--- config.mk ---
export PLATFORM = sky130hd
export DESIGN_NAME = cam_frame_top
export DESIGN_NICKNAME = d
export VERILOG_FILES = /design/src/design/cf_bus_pkg.sv /design/src/design/cf_pixel_pkg.sv /design/src/design/wb_if.sv /design/src/design/cam_frame_top.sv /design/src/design/display_reader.sv /design/src/design/frame_store.sv /design/src/design/frame_writer.sv /design/src/design/cam_byte_packer.sv
export VERILOG_INCLUDE_DIRS = /design/src
export SDC_FILE = /design/constraint.sdc
export NUM_CORES = 1
export LEC_CHECK = 0
export ABC_CLOCK_PERIOD_IN_PS = 2800
export CORE_MARGIN = 1.5
export CORE_UTILIZATION = 50
export CTS_CLUSTER_DIAMETER = 120
export DETAILED_ROUTE_END_ITERATION = 12
export DONT_BUFFER_PORTS = 1
export HOLD_SLACK_MARGIN = 0.03
export PLACE_DENSITY = 0.71
export SETUP_SLACK_MARGIN = 0.1
export SKIP_LAST_GASP = 1
export SYNTH_ARGS = -nofsm -noshare
export SYNTH_HDL_FRONTEND = slang
export SYNTH_HIERARCHICAL = 1
export SYNTH_SLANG_ARGS = --single-unit
--- constraint.sdc ---
create_clock -name core_clk -period 2.8 [get_ports core_clk]
set_input_delay 0.56 -clock core_clk [delete_from_list [all_inputs] [get_ports core_clk]]
set_output_delay 0.56 -clock core_clk [all_outputs]
set_load 0.005 [all_outputs]
--- src/cf_settings.svh ---
`ifndef CF_SETTINGS_SVH
`define CF_SETTINGS_SVH

////////////////////////////////////////////////////////////
// frame store geometry
////////////////////////////////////////////////////////////
`define CF_FRAME_WORDS 64   // pixels held in the store
`define CF_ADDR_W      6    // store address bits
`define CF_PIX_W       16   // rgb565 word

`endif
--- src/design/cf_bus_pkg.sv ---
`default_nettype none

`include "cf_settings.svh"

package cf_bus_pkg;

    // wishbone address into the frame store, wraps at CF_FRAME_WORDS
    typedef logic [`CF_ADDR_W-1:0] wb_adr_t;

    typedef logic [`CF_PIX_W-1:0]  wb_dat_t;     // one stored pixel

    // one extra bit so a full frame count fits
    typedef logic [`CF_ADDR_W:0]   pix_count_t;

endpackage

`default_nettype wire

--- src/design/cf_pixel_pkg.sv ---
`default_nettype none

`include "cf_settings.svh"

package cf_pixel_pkg;

    // two camera bytes, high byte first on the wire
    typedef struct packed {
        logic [`CF_PIX_W/2-1:0] hi_byte;     // first byte of the pair
        logic [`CF_PIX_W/2-1:0] lo_byte;     // second byte
    } cam_bytes_t;

    typedef struct packed {
        logic [4:0] red;                     // bits 15:11
        logic [5:0] green;                   // bits 10:5
        logic [4:0] blue;                    // bits 4:0
    } rgb565_t;

    // same 16-bit word, capture view and colour view
    typedef union packed {
        cam_bytes_t capture;                 // written by the packer
        rgb565_t    color;                   // decoded by the reader
    } cam_pixel_t;

    typedef struct packed {
        logic [7:0] red;
        logic [7:0] green;
        logic [7:0] blue;
    } rgb888_t;                              // display colour

endpackage

`default_nettype wire

--- src/design/wb_if.sv ---
`timescale 1ns/1ps
`default_nettype none

`include "cf_settings.svh"

// wishbone classic, single transfers only
interface wb_if;

    logic                cyc;        // cycle in progress
    logic                stb;        // strobe, valid transfer
    logic                we;         // 1 write, 0 read
    cf_bus_pkg::wb_adr_t adr;        // word address
    cf_bus_pkg::wb_dat_t dat_w;      // master to slave data
    cf_bus_pkg::wb_dat_t dat_r;      // slave to master data
    logic                ack;        // single-cycle termination

    modport master (
        output cyc, stb, we, adr, dat_w,
        input  dat_r, ack
    );

    modport slave (
        input  cyc, stb, we, adr, dat_w,
        output dat_r, ack
    );

endinterface

`default_nettype wire

--- src/design/cam_frame_top.sv ---
`timescale 1ns/1ps
`default_nettype none

`include "cf_settings.svh"

module cam_frame_top (
    input  logic                  core_clk,
    input  logic                  rst_n_i,
    input  logic                  cam_vsync_i,
    input  logic                  cam_href_i,
    input  logic [7:0]            cam_data_i,
    input  logic                  disp_req_i,
    input  logic [`CF_ADDR_W-1:0] disp_addr_i,
    output logic                  disp_ready_o,
    output logic                  disp_valid_o,
    output logic [7:0]            disp_red_o,
    output logic [7:0]            disp_green_o,
    output logic [7:0]            disp_blue_o,
    output logic [`CF_ADDR_W:0]   frame_pixels_o   // pixel count of the last frame
);

    logic                     pix_valid;
    cf_pixel_pkg::cam_pixel_t pix;
    logic                     frame_start;
    cf_pixel_pkg::rgb888_t    disp_color;

    wb_if wb_wr ();     // writer to store
    wb_if wb_rd ();     // reader to store

    ////////////////////////////////////////////////////////////
    // capture side
    ////////////////////////////////////////////////////////////
    cam_byte_packer cam_byte_packer_i (
        .core_clk      (core_clk),
        .rst_n_i       (rst_n_i),
        .cam_vsync_i   (cam_vsync_i),
        .cam_href_i    (cam_href_i),
        .cam_data_i    (cam_data_i),
        .pix_valid_o   (pix_valid),
        .pix_o         (pix),
        .frame_start_o (frame_start)
    );

    frame_writer frame_writer_i (
        .core_clk       (core_clk),
        .rst_n_i        (rst_n_i),
        .pix_valid_i    (pix_valid),
        .pix_i          (pix),
        .frame_start_i  (frame_start),
        .wb_wr          (wb_wr.master),
        .frame_pixels_o (frame_pixels_o)
    );

    frame_store frame_store_i (
        .core_clk (core_clk),
        .rst_n_i  (rst_n_i),
        .wb_wr    (wb_wr.slave),
        .wb_rd    (wb_rd.slave)
    );

    ////////////////////////////////////////////////////////////
    // display side
    ////////////////////////////////////////////////////////////
    display_reader display_reader_i (
        .core_clk     (core_clk),
        .rst_n_i      (rst_n_i),
        .disp_req_i   (disp_req_i),
        .disp_addr_i  (disp_addr_i),
        .wb_rd        (wb_rd.master),
        .disp_ready_o (disp_ready_o),
        .disp_valid_o (disp_valid_o),
        .disp_color_o (disp_color)
    );

    assign disp_red_o   = disp_color.red;
    assign disp_green_o = disp_color.green;
    assign disp_blue_o  = disp_color.blue;

endmodule

`default_nettype wire

--- src/design/display_reader.sv ---
`timescale 1ns/1ps
`default_nettype none

`include "cf_settings.svh"

module display_reader (
    input  logic                    core_clk,
    input  logic                    rst_n_i,
    input  logic                    disp_req_i,    // fetch one pixel
    input  cf_bus_pkg::wb_adr_t     disp_addr_i,
    wb_if.master                    wb_rd,         // to frame_store
    output logic                    disp_ready_o,  // idle, can accept
    output logic                    disp_valid_o,  // colour updated this cycle
    output cf_pixel_pkg::rgb888_t   disp_color_o
);

    cf_pixel_pkg::cam_pixel_t rd_word;      // returned word
    logic                     rd_pend;      // word captured, widen next
    logic                     accept;

    assign wb_rd.we    = 1'b0;              // read-only master
    assign wb_rd.dat_w = '0;
    assign accept      = disp_req_i & disp_ready_o;

    ////////////////////////////////////////////////////////////
    // request / bus control
    ////////////////////////////////////////////////////////////
    always_ff @(posedge core_clk)
    begin
        if (!rst_n_i)
        begin
            wb_rd.cyc    <= 1'b0;
            wb_rd.stb    <= 1'b0;
            rd_pend      <= 1'b0;
            disp_ready_o <= 1'b1;
            disp_valid_o <= 1'b0;
        end
        else
        begin
            rd_pend      <= wb_rd.ack;      // ack lasts one cycle
            disp_valid_o <= rd_pend;        // 3 cycles after accept
            if (accept)
            begin
                wb_rd.cyc    <= 1'b1;
                wb_rd.stb    <= 1'b1;
                disp_ready_o <= 1'b0;       // busy until valid
            end
            else if (wb_rd.ack)
            begin
                wb_rd.cyc <= 1'b0;
                wb_rd.stb <= 1'b0;
            end
            if (rd_pend)
                disp_ready_o <= 1'b1;       // ready again with valid
        end
    end

    // payload path, colour holds until the next result
    always_ff @(posedge core_clk)
    begin
        if (accept)
            wb_rd.adr <= disp_addr_i;
        if (wb_rd.ack)
            rd_word <= wb_rd.dat_r;
        if (rd_pend)
        begin
            disp_color_o.red   <= {rd_word.color.red,   3'b000};   // zero low bits
            disp_color_o.green <= {rd_word.color.green, 2'b00};
            disp_color_o.blue  <= {rd_word.color.blue,  3'b000};
        end
    end

endmodule

`default_nettype wire

--- src/design/frame_store.sv ---
`timescale 1ns/1ps
`default_nettype none

`include "cf_settings.svh"

module frame_store (
    input  logic core_clk,
    input  logic rst_n_i,
    wb_if.slave  wb_wr,     // camera side, writes
    wb_if.slave  wb_rd      // display side, reads
);

    cf_bus_pkg::wb_dat_t mem [`CF_FRAME_WORDS];    // pixel memory

    logic wr_hit;           // first cycle of a write port access
    logic rd_hit;           // first cycle of a read port access

    assign wr_hit = wb_wr.cyc & wb_wr.stb & ~wb_wr.ack;
    assign rd_hit = wb_rd.cyc & wb_rd.stb & ~wb_rd.ack;

    assign wb_wr.dat_r = '0;                    // write port returns no data

    ////////////////////////////////////////////////////////////
    // memory array
    ////////////////////////////////////////////////////////////
    always_ff @(posedge core_clk)
    begin
        if (wr_hit && wb_wr.we)
            mem[wb_wr.adr] <= wb_wr.dat_w;
        if (rd_hit && !wb_rd.we)
            wb_rd.dat_r <= mem[wb_rd.adr];      // pre-write contents on a collision
    end

    ////////////////////////////////////////////////////////////
    // acks, one cycle after cyc and stb, never two in a row
    ////////////////////////////////////////////////////////////
    always_ff @(posedge core_clk)
    begin
        if (!rst_n_i)
        begin
            wb_wr.ack <= 1'b0;
            wb_rd.ack <= 1'b0;
        end
        else
        begin
            wb_wr.ack <= wr_hit;
            wb_rd.ack <= rd_hit;
        end
    end

endmodule

`default_nettype wire

--- src/design/frame_writer.sv ---
`timescale 1ns/1ps
`default_nettype none

`include "cf_settings.svh"

module frame_writer (
    input  logic                     core_clk,
    input  logic                     rst_n_i,
    input  logic                     pix_valid_i,    // from the packer
    input  cf_pixel_pkg::cam_pixel_t pix_i,
    input  logic                     frame_start_i,
    wb_if.master                     wb_wr,          // to frame_store
    output cf_bus_pkg::pix_count_t   frame_pixels_o  // pixels in the last frame
);

    cf_bus_pkg::wb_adr_t    next_adr;       // address of the next write
    cf_bus_pkg::pix_count_t pix_cnt;        // acked writes this frame
    cf_bus_pkg::pix_count_t pix_cnt_inc;    // count including this cycle's ack
    logic                   start_wr;       // new pixel, bus idle

    assign wb_wr.we = 1'b1;                 // write-only master
    assign start_wr = pix_valid_i & ~wb_wr.cyc;

    // saturate at a full store, address keeps wrapping
    always_comb
    begin
        pix_cnt_inc = pix_cnt;
        if (wb_wr.ack && (pix_cnt != cf_bus_pkg::pix_count_t'(`CF_FRAME_WORDS)))
            pix_cnt_inc = pix_cnt + 1'b1;
    end

    ////////////////////////////////////////////////////////////
    // wishbone handshake
    ////////////////////////////////////////////////////////////
    always_ff @(posedge core_clk)
    begin
        if (!rst_n_i)
        begin
            wb_wr.cyc <= 1'b0;
            wb_wr.stb <= 1'b0;
        end
        else if (wb_wr.ack)
        begin
            wb_wr.cyc <= 1'b0;              // done at the ack edge
            wb_wr.stb <= 1'b0;
        end
        else if (start_wr)
        begin
            wb_wr.cyc <= 1'b1;              // stb one cycle after pix_valid
            wb_wr.stb <= 1'b1;
        end
    end

    // holding register, stays put until ack
    always_ff @(posedge core_clk)
    begin
        if (start_wr)
        begin
            wb_wr.adr   <= next_adr;
            wb_wr.dat_w <= pix_i;
        end
    end

    ////////////////////////////////////////////////////////////
    // address and per-frame count
    ////////////////////////////////////////////////////////////
    always_ff @(posedge core_clk)
    begin
        if (!rst_n_i)
        begin
            next_adr       <= '0;
            pix_cnt        <= '0;
            frame_pixels_o <= '0;
        end
        else if (frame_start_i)
        begin
            frame_pixels_o <= pix_cnt_inc;  // close out previous frame
            pix_cnt        <= '0;
            next_adr       <= '0;           // new frame from address 0
        end
        else
        begin
            pix_cnt <= pix_cnt_inc;
            if (wb_wr.ack)
                next_adr <= next_adr + 1'b1;    // wraps past the store size
        end
    end

endmodule

`default_nettype wire

--- src/design/cam_byte_packer.sv ---
`timescale 1ns/1ps
`default_nettype none

`include "cf_settings.svh"

module cam_byte_packer (
    input  logic                     core_clk,
    input  logic                     rst_n_i,
    input  logic                     cam_vsync_i,   // frame strobe
    input  logic                     cam_href_i,    // line strobe, data valid
    input  logic [`CF_PIX_W/2-1:0]   cam_data_i,    // camera byte
    output logic                     pix_valid_o,   // one-cycle pixel pulse
    output cf_pixel_pkg::cam_pixel_t pix_o,
    output logic                     frame_start_o  // vsync rising edge
);

    logic [`CF_PIX_W/2-1:0] data_d;     // registered camera byte
    logic [`CF_PIX_W/2-1:0] hi_q;       // held first byte
    logic                   href_d;
    logic                   vsync_d;
    logic                   vsync_dd;   // for edge detect
    logic                   phase;      // 1 = next byte is the low byte

    ////////////////////////////////////////////////////////////
    // input registers
    ////////////////////////////////////////////////////////////
    always_ff @(posedge core_clk)
    begin
        data_d <= cam_data_i;                    // payload, no reset
    end

    always_ff @(posedge core_clk)
    begin
        if (!rst_n_i)
        begin
            href_d        <= 1'b0;
            vsync_d       <= 1'b0;
            vsync_dd      <= 1'b0;
            phase         <= 1'b0;
            pix_valid_o   <= 1'b0;
            frame_start_o <= 1'b0;
        end
        else
        begin
            href_d        <= cam_href_i;
            vsync_d       <= cam_vsync_i;
            vsync_dd      <= vsync_d;
            frame_start_o <= vsync_d & ~vsync_dd;       // rise of registered vsync
            phase         <= href_d & ~phase;           // clears outside href, drops odd byte
            pix_valid_o   <= href_d & phase;            // second byte of a pair
        end
    end

    ////////////////////////////////////////////////////////////
    // byte pairing, high byte first
    ////////////////////////////////////////////////////////////
    always_ff @(posedge core_clk)
    begin
        if (href_d && !phase)
            hi_q <= data_d;                             // first byte waits
        if (href_d && phase)
        begin
            pix_o.capture.hi_byte <= hi_q;
            pix_o.capture.lo_byte <= data_d;
        end
    end

endmodule

`default_nettype wire

==> out/metrics.cfg <==
[worst_setup_path]
cp-end-kind=flop
required_ps=3220
worstSetupPathType=reg2reg
arrival_ps=3080
path_common_cell=buf_4
crit_family=buffers and inverters
cp_num_buf_inv=4
crit_fanout=28
cp_slowest_stage_delay_ps=410
path_cells=buf_12 -> buf_4 -> nand2_1 -> buf_4 -> buf_4 -> o22ai_1 -> o32a_1 -> o32ai_1
start_kind=flop
cp_slowest_cell=o32a_1

[power]
p_leak_nw=16.0
ir_drop_v=0.000618
powerDensity_nw_per_um2=700

[timing]
layout_worst_path_cycle_share=0.950
setup_viol=0
relSlewSlack=0.408
worst_pin_slew_ps=885
grt_setup_unrepaired=false
period_minus_slack_ps=2660
hold_violations=0
fmax_mhz=376
whs_ps=68.0
finClkSkew_ps=31.2
setup_ws_ps=139
finalSetupTns_ps=0
report.final.slew_viol_count=0

[global_routing]
grt_max_degree=65
grt_first_pass_wirelength_um=146000
grt_overflow=0
grt_usage=0.228
first_global_vias=21300
antenna_found_initial=4

[finish]
area_growth_pct=15.0
layout.cells.non_filler=3413
final_nets=2186
final_cell_mix=edfxtp_1 (1124), mux4_2 (272), buf_4 (175)
drive_gt1_frac=0.285
postLayoutCellArea_um2=50300
final_common_cell=edfxtp_1

[clock_tree]
clockBufferDepth=3
cts_tree=done
cts.htree.levels=3
cts-root-buf=clkbuf_16
cts_buffers=110
clock-sinks=1165
clock_latency_ps=680
clk_pin_slew_ps=60

[drt]
post_drt_wl_per_cell_um=29.6
drtAntennaViolNets=0
routed_wirelength_um=101000
drt-initial-drc-count=2860
num_vias=21200
viasPerCell=6.20
drc_errors=0
drtPass1Iterations=6

[synthesis]
avgSynthCellArea_um2=22.5
synth_area_um2=43700
synthCells=1939
ys_warn_count=6

[die]
rows=108
die_w_um=299
die_area_um2=89200
die-height_um=299
start_util=0.504
io_pins=52
core_um2=86800

[placed_design]
globalplace.congestion=0.871
post_dp_cell_area_um2=46300
placed_cells=3182
pre_cts_slack_ps=-54.8
port_buffers=0
dpl.hpwl_um=59900

[job]
drv_cap=0

[worst_hold_path]
hp-class=in2reg

[outcome]
outcome=finished clean

[per-stage QoR]
stage | power, mW | util
global placement | 20.6 | 0.534
detailed placement | 20.6 | 0.534
global route | 36.1 | 0.579
floorplan | 20.1 | -
CTS | 35.4 | 0.578
finish | 35.2 | 0.579
[final timing paths]
kind	startpoint	end	slack (ps)	cells past startpoint
max reg2reg	display_reader_i/wb_rd.adr[1]	frame_store_i/wb_rd.dat_r[3]	140	8
max	display_reader_i/wb_rd.adr[1]	frame_store_i/wb_rd.dat_r[3]	140	8
min	rst_n_i	frame_store_i/wb_rd.ack	70	1
min reg2reg	cam_byte_packer_i/pix_o[0]	frame_writer_i/wb_wr.dat_w[0]	410	0
[power breakdown]
part | switching, mW | internal [mW] | total, mW
sequential | 0.0281 | 18.9 | 18.9
clock | 6.18 | 8.73 | 14.9
combinational | 0.718 | 0.640 | 1.36
total | 6.93 | 28.3 | 35.2
[sequential cells by signal (all words and copies together), names as in the netlist, 6 cells and up]
register	flops
frame_store_i/mem	1024
cam_byte_packer_i/pix_o	16
display_reader_i/disp_color_o	16
display_reader_i/rd_word	16
frame_store_i/wb_rd.dat_r	16
frame_writer_i/wb_wr.dat_w	16
cam_byte_packer_i/data_d	8
cam_byte_packer_i/hi_q	8
frame_writer_i/frame_pixels_o	7
frame_writer_i/pix_cnt	7
display_reader_i/wb_rd.adr	6
frame_writer_i/next_adr	6
frame_writer_i/wb_wr.adr	6
[layout make-up]
type | instances | area, µm²
Clock inverter | 63 | 606
Clock buffer | 141 | 3070
Sequential cell | 1165 | 34600
Inverter | 7 | 26.3
Multi-Input combinational cell | 663 | 8540
Fill cell | 6088 | 36500
Timing Repair Buffer | 217 | 2000
Antenna cell | 2 | 5.00
Tap cell | 1155 | 1450
[timing repair]
| action | 4_1_cts | 5_1_grt |
|---|---|---|
| pin swaps | 2 | 1 |
| gates resized for setup | 2 | 1 |
| setup endpoints to repair | 7 | 5 |
| setup buffers | 1 | 6 |
| cloned | 0 | 1 |
| hold buffers | 17 | 0 |
| endpoints found under the hold margin | 30 | 0 |
[routing by layer]
metal	share of wire	global-route usage	up-vias
met4	0.030	0.0697	0
met3	0.10	0.0516	166
met2	0.48	0.358	1178
li1	-	-	8610
met1	0.39	0.322	11200
met5	0	0	-
No activity file was read; power rests on OpenSTA's default activity.
